==> src/hdl/piso_cfg_pkg.sv <==
// sizing constants for the message serializer, imported by every RTL block and the testbench
`default_nettype none

package piso_cfg_pkg;

  // width of one word as it leaves on the output channel
  localparam int WORD_W = 16;

  // largest message the producer may present, counted in words
  localparam int MAX_WORDS = 4;

  // width of the length code and of the core's word index
  // the safe log2 keeps one bit even if the message shrinks to a single word
  localparam int LEN_W = (MAX_WORDS > 1) ? $clog2(MAX_WORDS) : 1;

endpackage : piso_cfg_pkg

`default_nettype wire

==> src/hdl/piso_msg_pkg.sv <==
// payload types of the serializer (word, whole message, length code), shared by all blocks
`default_nettype none

package piso_msg_pkg;

  import piso_cfg_pkg::*;

  // one word as it travels on the output channel
  typedef logic [WORD_W-1:0] word_t;

  // a whole message in which word zero sits in the lowest slot and goes out first
  // slots above the length code are carried along but never sent
  typedef word_t [MAX_WORDS-1:0] msg_t;

  // length code, which is the number of words minus one
  // so a value of zero means a single-word message
  typedef logic [LEN_W-1:0] len_t;

endpackage : piso_msg_pkg

`default_nettype wire

==> src/hdl/msg_rx_4ph.sv <==
// receives a message over four-phase req/ack and holds it for the serializer core in the top
`timescale 1ns/10ps
`default_nettype none

module msg_rx_4ph
  import piso_msg_pkg::*;
(
  input  logic clk_i,
  input  logic rst_n_i,
  input  logic in_req_i,
  input  msg_t in_msg_i,
  input  len_t in_len_i,
  input  logic msg_ready_and_i,
  output logic in_ack_o,
  output logic msg_v_o,
  output msg_t msg_data_o,
  output len_t msg_len_o
);

  // empty waits for a request, hold offers the message to the core,
  // ack keeps in_ack_o up until the producer drops its request
  typedef enum logic [1:0] {RX_EMPTY, RX_HOLD, RX_ACK} rx_state_e;

  rx_state_e state_r;
  rx_state_e state_nxt;
  logic      capture;
  msg_t      msg_r;
  len_t      len_r;

  // a new request is only taken while nothing is held
  assign capture = (state_r == RX_EMPTY) && in_req_i;

  always_comb
  begin
    state_nxt = state_r;
    case (state_r)
      RX_EMPTY:
      begin
        if (capture)
        begin
          state_nxt = RX_HOLD;
        end
      end
      // the core raises ready_and together with the last word it sends
      RX_HOLD:
      begin
        if (msg_ready_and_i)
        begin
          state_nxt = RX_ACK;
        end
      end
      // the four-phase return waits for the producer to release the request
      RX_ACK:
      begin
        if (!in_req_i)
        begin
          state_nxt = RX_EMPTY;
        end
      end
      default:
      begin
        state_nxt = RX_EMPTY;
      end
    endcase
  end

  always_ff @(posedge clk_i or negedge rst_n_i)
  begin
    if (!rst_n_i)
    begin
      state_r <= RX_EMPTY;
    end
    else
    begin
      state_r <= state_nxt;
    end
  end

  // message and length stay frozen from capture until the next request,
  // which keeps the core's input constant for the whole serialization
  always_ff @(posedge clk_i)
  begin
    if (capture)
    begin
      msg_r <= in_msg_i;
      len_r <= in_len_i;
    end
  end

  assign msg_v_o    = (state_r == RX_HOLD);
  assign in_ack_o   = (state_r == RX_ACK);
  assign msg_data_o = msg_r;
  assign msg_len_o  = len_r;

endmodule : msg_rx_4ph

`default_nettype wire

==> src/hdl/piso_passthrough_dynamic.sv <==
// core that walks a held message word by word between the receiver and the transmitter
`timescale 1ns/10ps
`default_nettype none

module piso_passthrough_dynamic
  import piso_cfg_pkg::*;
  import piso_msg_pkg::*;
(
  input  logic  clk_i,
  input  logic  rst_n_i,
  input  logic  v_i,
  input  msg_t  data_i,
  input  len_t  len_i,
  input  logic  ready_and_i,
  output logic  ready_and_o,
  output logic  v_o,
  output word_t data_o,
  output logic  len_ready_o
);

  // index of the word currently on data_o
  len_t count_r;

  // length code as sampled with the first word of the message
  len_t len_r;

  logic is_zero_cnt;
  logic is_last_cnt;
  logic is_zero_len;
  logic len_en;
  logic clear_cnt;
  logic up_cnt;
  logic xfer;

  // a word moves downstream whenever both sides agree
  assign xfer = v_o & ready_and_i;

  assign is_zero_cnt = (count_r == '0);

  // the last word of a multi-word message is reached when the index meets the stored length,
  // index zero is excluded so a stale len_r from the previous message cannot fire early
  assign is_last_cnt = ~is_zero_cnt & (count_r == len_r);

  // a single-word message ends on its first transfer, so use the live length here
  assign is_zero_len = ready_and_i & is_zero_cnt & (len_i == '0);

  // the length register loads only alongside the first word
  assign len_en = xfer & is_zero_cnt;

  // completion resets the index, otherwise each transfer moves it on
  assign clear_cnt = v_i & ready_and_o;
  assign up_cnt    = xfer & ~clear_cnt;

  always_ff @(posedge clk_i or negedge rst_n_i)
  begin
    if (!rst_n_i)
    begin
      count_r <= '0;
    end
    else if (clear_cnt)
    begin
      count_r <= '0;
    end
    else if (up_cnt)
    begin
      count_r <= count_r + LEN_W'(1);
    end
  end

  always_ff @(posedge clk_i or negedge rst_n_i)
  begin
    if (!rst_n_i)
    begin
      len_r <= '0;
    end
    else if (len_en)
    begin
      len_r <= len_i;
    end
  end

  // valid goes straight across with no buffering
  assign v_o = v_i;

  // upstream sees ready only in the cycle its last word is taken
  assign ready_and_o = (ready_and_i & is_last_cnt) | is_zero_len;

  // index zero means the word now on data_o opens a message
  assign len_ready_o = is_zero_cnt;

  // the upstream holds data_i stable, so the word select is glitch free per message
  assign data_o = data_i[count_r];

endmodule : piso_passthrough_dynamic

`default_nettype wire

==> src/hdl/word_tx_4ph.sv <==
// registers each serialized word with its first flag and offers it over four-phase req/ack
`timescale 1ns/10ps
`default_nettype none

module word_tx_4ph
  import piso_msg_pkg::*;
(
  input  logic  clk_i,
  input  logic  rst_n_i,
  input  logic  v_i,
  input  word_t data_i,
  input  logic  first_i,
  input  logic  out_ack_i,
  output logic  ready_and_o,
  output logic  out_req_o,
  output word_t out_word_o,
  output logic  out_first_o
);

  // idle accepts a word, req holds out_req_o up until ack,
  // ack_low waits for the consumer to release its ack
  typedef enum logic [1:0] {TX_IDLE, TX_REQ, TX_ACK_LOW} tx_state_e;

  tx_state_e state_r;
  tx_state_e state_nxt;
  logic      capture;
  word_t     word_r;
  logic      first_r;

  // only one word is in flight, so ready simply means idle
  assign ready_and_o = (state_r == TX_IDLE);
  assign capture     = v_i & ready_and_o;

  always_comb
  begin
    state_nxt = state_r;
    case (state_r)
      TX_IDLE:
      begin
        if (capture)
        begin
          state_nxt = TX_REQ;
        end
      end
      TX_REQ:
      begin
        if (out_ack_i)
        begin
          state_nxt = TX_ACK_LOW;
        end
      end
      // the handshake is complete only once ack is back low
      TX_ACK_LOW:
      begin
        if (!out_ack_i)
        begin
          state_nxt = TX_IDLE;
        end
      end
      default:
      begin
        state_nxt = TX_IDLE;
      end
    endcase
  end

  always_ff @(posedge clk_i or negedge rst_n_i)
  begin
    if (!rst_n_i)
    begin
      state_r <= TX_IDLE;
    end
    else
    begin
      state_r <= state_nxt;
    end
  end

  // word and flag stay put while the request is up and until the next capture
  always_ff @(posedge clk_i)
  begin
    if (capture)
    begin
      word_r  <= data_i;
      first_r <= first_i;
    end
  end

  assign out_req_o   = (state_r == TX_REQ);
  assign out_word_o  = word_r;
  assign out_first_o = first_r;

endmodule : word_tx_4ph

`default_nettype wire

==> src/hdl/piso_serializer_top.sv <==
// top of the message serializer with a four-phase message input and a four-phase word output
`timescale 1ns/10ps
`default_nettype none

module piso_serializer_top
  import piso_msg_pkg::*;
(
  input  logic  clk_i,
  input  logic  rst_n_i,
  input  logic  in_req_i,
  input  msg_t  in_msg_i,
  input  len_t  in_len_i,
  input  logic  out_ack_i,
  output logic  in_ack_o,
  output logic  out_req_o,
  output word_t out_word_o,
  output logic  out_first_o
);

  // the receiver holds the message stable until the core signals done
  logic msg_v;
  msg_t msg_data;
  len_t msg_len;
  logic msg_ready_and;

  // the core hands one word to the transmitter per valid and ready_and cycle
  logic  word_v;
  word_t word_data;
  logic  word_first;
  logic  word_ready_and;

  msg_rx_4ph msg_rx_4ph_inst (
    .clk_i           (clk_i),
    .rst_n_i         (rst_n_i),
    .in_req_i        (in_req_i),
    .in_msg_i        (in_msg_i),
    .in_len_i        (in_len_i),
    .msg_ready_and_i (msg_ready_and),
    .in_ack_o        (in_ack_o),
    .msg_v_o         (msg_v),
    .msg_data_o      (msg_data),
    .msg_len_o       (msg_len)
  );

  // length comes from the receiver's held copy and is sampled on the first word
  piso_passthrough_dynamic piso_passthrough_dynamic_inst (
    .clk_i       (clk_i),
    .rst_n_i     (rst_n_i),
    .v_i         (msg_v),
    .data_i      (msg_data),
    .len_i       (msg_len),
    .ready_and_i (word_ready_and),
    .ready_and_o (msg_ready_and),
    .v_o         (word_v),
    .data_o      (word_data),
    .len_ready_o (word_first)
  );

  word_tx_4ph word_tx_4ph_inst (
    .clk_i       (clk_i),
    .rst_n_i     (rst_n_i),
    .v_i         (word_v),
    .data_i      (word_data),
    .first_i     (word_first),
    .out_ack_i   (out_ack_i),
    .ready_and_o (word_ready_and),
    .out_req_o   (out_req_o),
    .out_word_o  (out_word_o),
    .out_first_o (out_first_o)
  );

endmodule : piso_serializer_top

`default_nettype wire

==> config.mk <==
export PLATFORM = sky130hd
export DESIGN_NAME = piso_serializer_top
export DESIGN_NICKNAME = d
export VERILOG_FILES = /design/src/hdl/piso_cfg_pkg.sv /design/src/hdl/piso_msg_pkg.sv /design/src/hdl/msg_rx_4ph.sv /design/src/hdl/piso_passthrough_dynamic.sv /design/src/hdl/word_tx_4ph.sv /design/src/hdl/piso_serializer_top.sv
export SDC_FILE = /design/constraint.sdc
export NUM_CORES = 1
export LEC_CHECK = 0
export BUFFER_PORTS_ARGS = -buffer_cell sky130_fd_sc_hd__buf_2
export CORE_MARGIN = 4
export CORE_UTILIZATION = 33
export CTS_BUF_LIST = sky130_fd_sc_hd__clkbuf_4 sky130_fd_sc_hd__clkbuf_8 sky130_fd_sc_hd__clkbuf_16
export DETAILED_ROUTE_END_ITERATION = 10
export SLEW_MARGIN = 5
export SYNTH_ARGS = -nofsm -noshare
export SYNTH_HDL_FRONTEND = slang
export SYNTH_SLANG_ARGS = --single-unit
==> constraint.sdc <==
create_clock -name clk_i -period 5.2 [get_ports clk_i]
set_input_delay 1.04 -clock clk_i [delete_from_list [all_inputs] [get_ports clk_i]]
set_output_delay 1.04 -clock clk_i [all_outputs]
set_load 0.02 [all_outputs]
== Word-level counts from Yosys, hierarchy flattened ==
Index checks and enable logic that the tools add are counted.

* Bits in registers: 91
* Input bits: 70
* Output and inout port bits: 19
* Logic and storage cells: 55

* Add/subtract/negate cells: 1
* $lt $le $gt $ge: 1
* Equality and inequality tests: 11
* Multiplexer cells: 12
* Bitwise gates (word level): 11
* Reductions and logical operators: 8

{| class="wikitable"
|+ Operators by type and width
! kind !! count
|-
| $bmux 16 s2 || 1
|-
| $mux 16 || 1
|-
| $mux 2 || 8
|-
| $pmux 2 s3 || 2
|-
| $ne 2x2->1 const B || 5
|-
| $and 1x1->1 || 8
|-
| $logic_not 2->1 || 4
|-
| $reduce_and 3->1 || 2
|-
| $eq 2x1->1 const B || 2
|-
| $eq 2x2->1 const B || 2
|-
| $lt 2x3->1 const B || 1
|-
| $add 2x1->2 const B || 1
|-
| $eq 2x2->1 || 1
|-
| $ne 2x1->1 const B || 1
|-
| $not 1->1 || 2
|-
| $reduce_bool 2->1 || 1
|-
| $logic_and 1x1->1 || 1
|-
| $or 1x1->1 || 1
|}

== Depth between registers and ports, before layout ==
* Depth in word-level cells: 10
* Mapped depth: 7
* Gate-level depth less buffers: 5

== Modules after synthesis ==
From an unflattened synthesis, not the netlist that was laid out.

* Cells, all modules: 142
* Area, all modules: 3338.2 um^2

{| class="wikitable"
|+ By module, submodules not included
! module !! instances !! cells an instance !! area an instance (um^2)
|-
| msg_rx_4ph || 1 || 74 || 2073.2
|-
| piso_passthrough_dynamic || 1 || 42 || 661.9
|-
| word_tx_4ph || 1 || 26 || 603.1
|}

== Worst setup path after synthesis ==
Ideal clock, no wire load.

* Path kind: input to register
* Start: input port in_req_i
* End: register msg_rx_4ph_inst.msg_r, in the netlist msg_rx_4ph_inst.msg_data_o[0] (enable)
* Library setup time: 490 ps
* Arrival time: 3882 ps
* Path slack: 828 ps
* Stages on the path: 2
* Buffers on the path: 0
* Path through: nand2b_1 -> nor2_1

* Cells in the longest elaborated chain, start to end: 1

{| class="wikitable"
|+ RTL lines
! what !! line !! text
|-
| start, declared || piso_serializer_top.sv:10 || <nowiki>input logic in_req_i,</nowiki>
|-
| $logic_and 1x1->1 || msg_rx_4ph.sv:31 || <nowiki>assign capture = (state_r == RX_EMPTY) && in_req_i;</nowiki>
|-
| named net msg_rx_4ph_inst.capture || msg_rx_4ph.sv:26 || <nowiki>logic capture;</nowiki>
|-
| end signal, assigned || msg_rx_4ph.sv:85 || <nowiki>msg_r <= in_msg_i;</nowiki>
|-
| end, declared || msg_rx_4ph.sv:27 || <nowiki>msg_t msg_r;</nowiki>
|}

The timed path passes the listed nets, and every way through them passes these cells.
A chain may end at the register's enable or synchronous reset.

== Worst setup path in the final report ==
* Start: input port in_req_i
* End: register msg_rx_4ph_inst.msg_r, in the netlist msg_rx_4ph_inst.msg_data_o[49] (enable)

The elaborated chain is that of the path after synthesis.

==> metrics.txt <==
Clk Tree Root Cell=clkbuf_8; Post-Place Cells=362; Tcrit/Tclk final=49.0%; Synth Instances=143; gr ovfl total=0; DRC=0; Die W=108 µm; achievable frequency=0.393 GHz; number of synthesized register bits=91; simple logic cell fraction of the synthesized area=2.50%; Rel. slew slack=29.6%; first-pass GRT wire length=8980 µm; Placeable Area=9730 µm²; Final nets=311; FP Rows=36; Max Root-Sink Buffers=2; Setup Skew=4.85 ps; Setup Buffers After CTS=0; mapped cell area=3300 µm²; Worst setup SP type=input pin; Syn Area/Cell=23.1 µm²; largest family of logic cells by synthesized area=multiplexers; layout cells sized above 1=51.4%; max-capacitance violation count=0; hold slack=519 ps; routed vias/inst=4.36; CTS Hold Bufs=0; fraction of synthesized area in multiplexers=11.8%; via count=1,647; worst vdd ir=0.000173 V; commonest non-fill, non-tap cell in the layout=buf_2; CTS tree=done; initial antenna violation count=0; Post-synth EDFFs=83; placed instance area=3910 µm²; Setup-failing EPs final=0; total CTS buffers=9; Adder-Cell Fraction of Synth Area=0.380%; CTS sink cnt=91; final hold vios=0; worst path arrival time=2560 ps; WP depth=4; post-synthesis sequential area ratio=81.7%; unrepaired setup endpoints after global routing=false; Mapped Nets=214; largest stage delay on the critical path=810 ps; Final Worst Setup Slack=2650 ps; detailed-route wire length per cell=15.4 µm; H-tree depth=3; CTS resizes=0; slowest CP cell=nor2_4; Critical Path End Type=flip-flop; CP Cell Sequence=buf_2 -> nand2b_1 -> nor2_4 -> buf_4; Critical R2R Launch=msg_rx_4ph_inst.state_r[0]; Compound-Gate Fraction of Synth Area=1.71%; Post-DRT Antenna Nets=0; Pwr Total=2.21 mW; Clock transition at path regs=80 ps; power per unit of standard cell area=543 nW/µm²; clk_lat worst skew=340 ps; # IOs=89; asr flop ratio synth=8.79%; Die H=108 µm; Buf+Inv Stages, Crit Path=2; Final Critical Period=2550 ps; vias in the first global route=1,763; XOR/XNOR Fraction of Synth Area=0.531%; worst hold path type=in -> async; Setup CP Type=in -> reg; Slew Viols, Final=0; # port buffers=88; Initial Util=33.9%; GRT Util Overall=10.7%; worst-path fanout max=39; flop2flop setup slack=2930 ps; Static Leak=1.52 nW; synth warn=0; worst slew pin tran=1050 ps; status=completed; final WL=5820 µm; DIE AREA=11,700 µm²; Placement Setup Slack=2230 ps; Area Growth Syn to Fin=23.3%; commonest register cell after synthesis=edfxtp_1; fin area=4060 µm²; post-DP HPWL=4030 µm; R2R depth=3; DRT iter0 DRCs=48; setup_tns=0 ps; fillers=916; Layout Cells excl Fill=378; post-layout utilization of the core=41.8%; most frequent cells in the layout=buf_2, edfxtp_1, mux4_2; Synth cell types=26; Top delay family on crit path=simple AND/OR/NAND/NOR gates; Final Wtd Congestion=0.743; largest net degree at the start of global routing=40; Reg-to-Reg End=msg_rx_4ph_inst.msg_data_o[49]; CP required=5220 ps; antenna cell count=0; drt first pass iters=4
## worst max-delay path by stage
stage	start	slack, ps	end
after floorplan	in_req_i	830	msg_rx_4ph_inst.msg_data_o[0]
after global placement	in_req_i	2270	msg_rx_4ph_inst.msg_data_o[33]
after detailed placement	in_req_i	2230	msg_rx_4ph_inst.msg_data_o[0]
after CTS	in_req_i	2610	msg_rx_4ph_inst.msg_data_o[49]
after global routing	in_req_i	2460	msg_rx_4ph_inst.msg_data_o[59]
final	in_req_i	2650	msg_rx_4ph_inst.msg_data_o[49]
## cell usage after synthesis (all sizes together), types with 2 or more instances
master	instances	area [µm²]
edfxtp	83	2490
mux4	16	360
dfrtp	8	200
inv	5	18.8
buf	4	21.3
nand2	4	22.5
nand2b	3	18.8
mux2	2	30.0
nor2	2	7.51
o21ai	2	10.0
o31ai	2	15.0
xor2	2	17.5
## per-layer routing
layer | wire length, µm | up-vias | share of wire (%) | GRT usage (%)
li1 | - | 770 | - | -
met1 | 2170 | 818 | 37 | 11.9
met2 | 3190 | 51 | 55 | 18.2
met3 | 352 | 8 | 6.0 | 3.58
met4 | 108 | 0 | 1.9 | 5.77
met5 | 0 | - | 0 | 0
## flip-flops by register name, summed over array words and instances, names as in the netlist
name	flops
msg_rx_4ph_inst.msg_data_o	64
word_tx_4ph_inst.out_word_o	16
msg_rx_4ph_inst.msg_len_o	2
msg_rx_4ph_inst.state_r	2
piso_passthrough_dynamic_inst.count_r	2
piso_passthrough_dynamic_inst.len_r	2
word_tx_4ph_inst.state_r	2
word_tx_4ph_inst.out_first_o	1
## worst reg2reg max path, cell delays in order (launching register included)
cell	delay (ps)
dfrtp_1	400
nand2b_1	210
nor2_4	810
buf_4	520
## cells by family (layout without fill, tap and decap cells)
| family | Yosys count | after routing |
|---|---|---|
| and+or+nand+nor | 13 | 13 |
| AOI/OAI and AO/OA | 8 | 8 |
| muxes | 18 | 18 |
| xor gates and xnor gates | 2 | 2 |
| buffers and inverters | 10 | 112 |
| adders and majority gates | 1 | 1 |
| DFF | 91 | 91 |
## layout make-up
type	instances	area [µm²]	area share (%)
Inverter	6	23.8	0.585
Timing Repair Buffer	90	455	11.2
Sequential cell	91	2690	66.3
Clock buffer	9	124	3.05
Clock inverter	7	35.0	0.862
Tap cell	133	166	4.09
Multi-Input combinational cell	42	567	13.9
## report_power, final
| part | internal, mW | switching, mW |
|---|---|---|
| Combinational | 0.266 | 0.368 |
| Sequential | 1.09 | 0.0871 |
| Clock | 0.167 | 0.228 |
| Total | 1.52 | 0.683 |
Power figures use the tool's default switching activity.
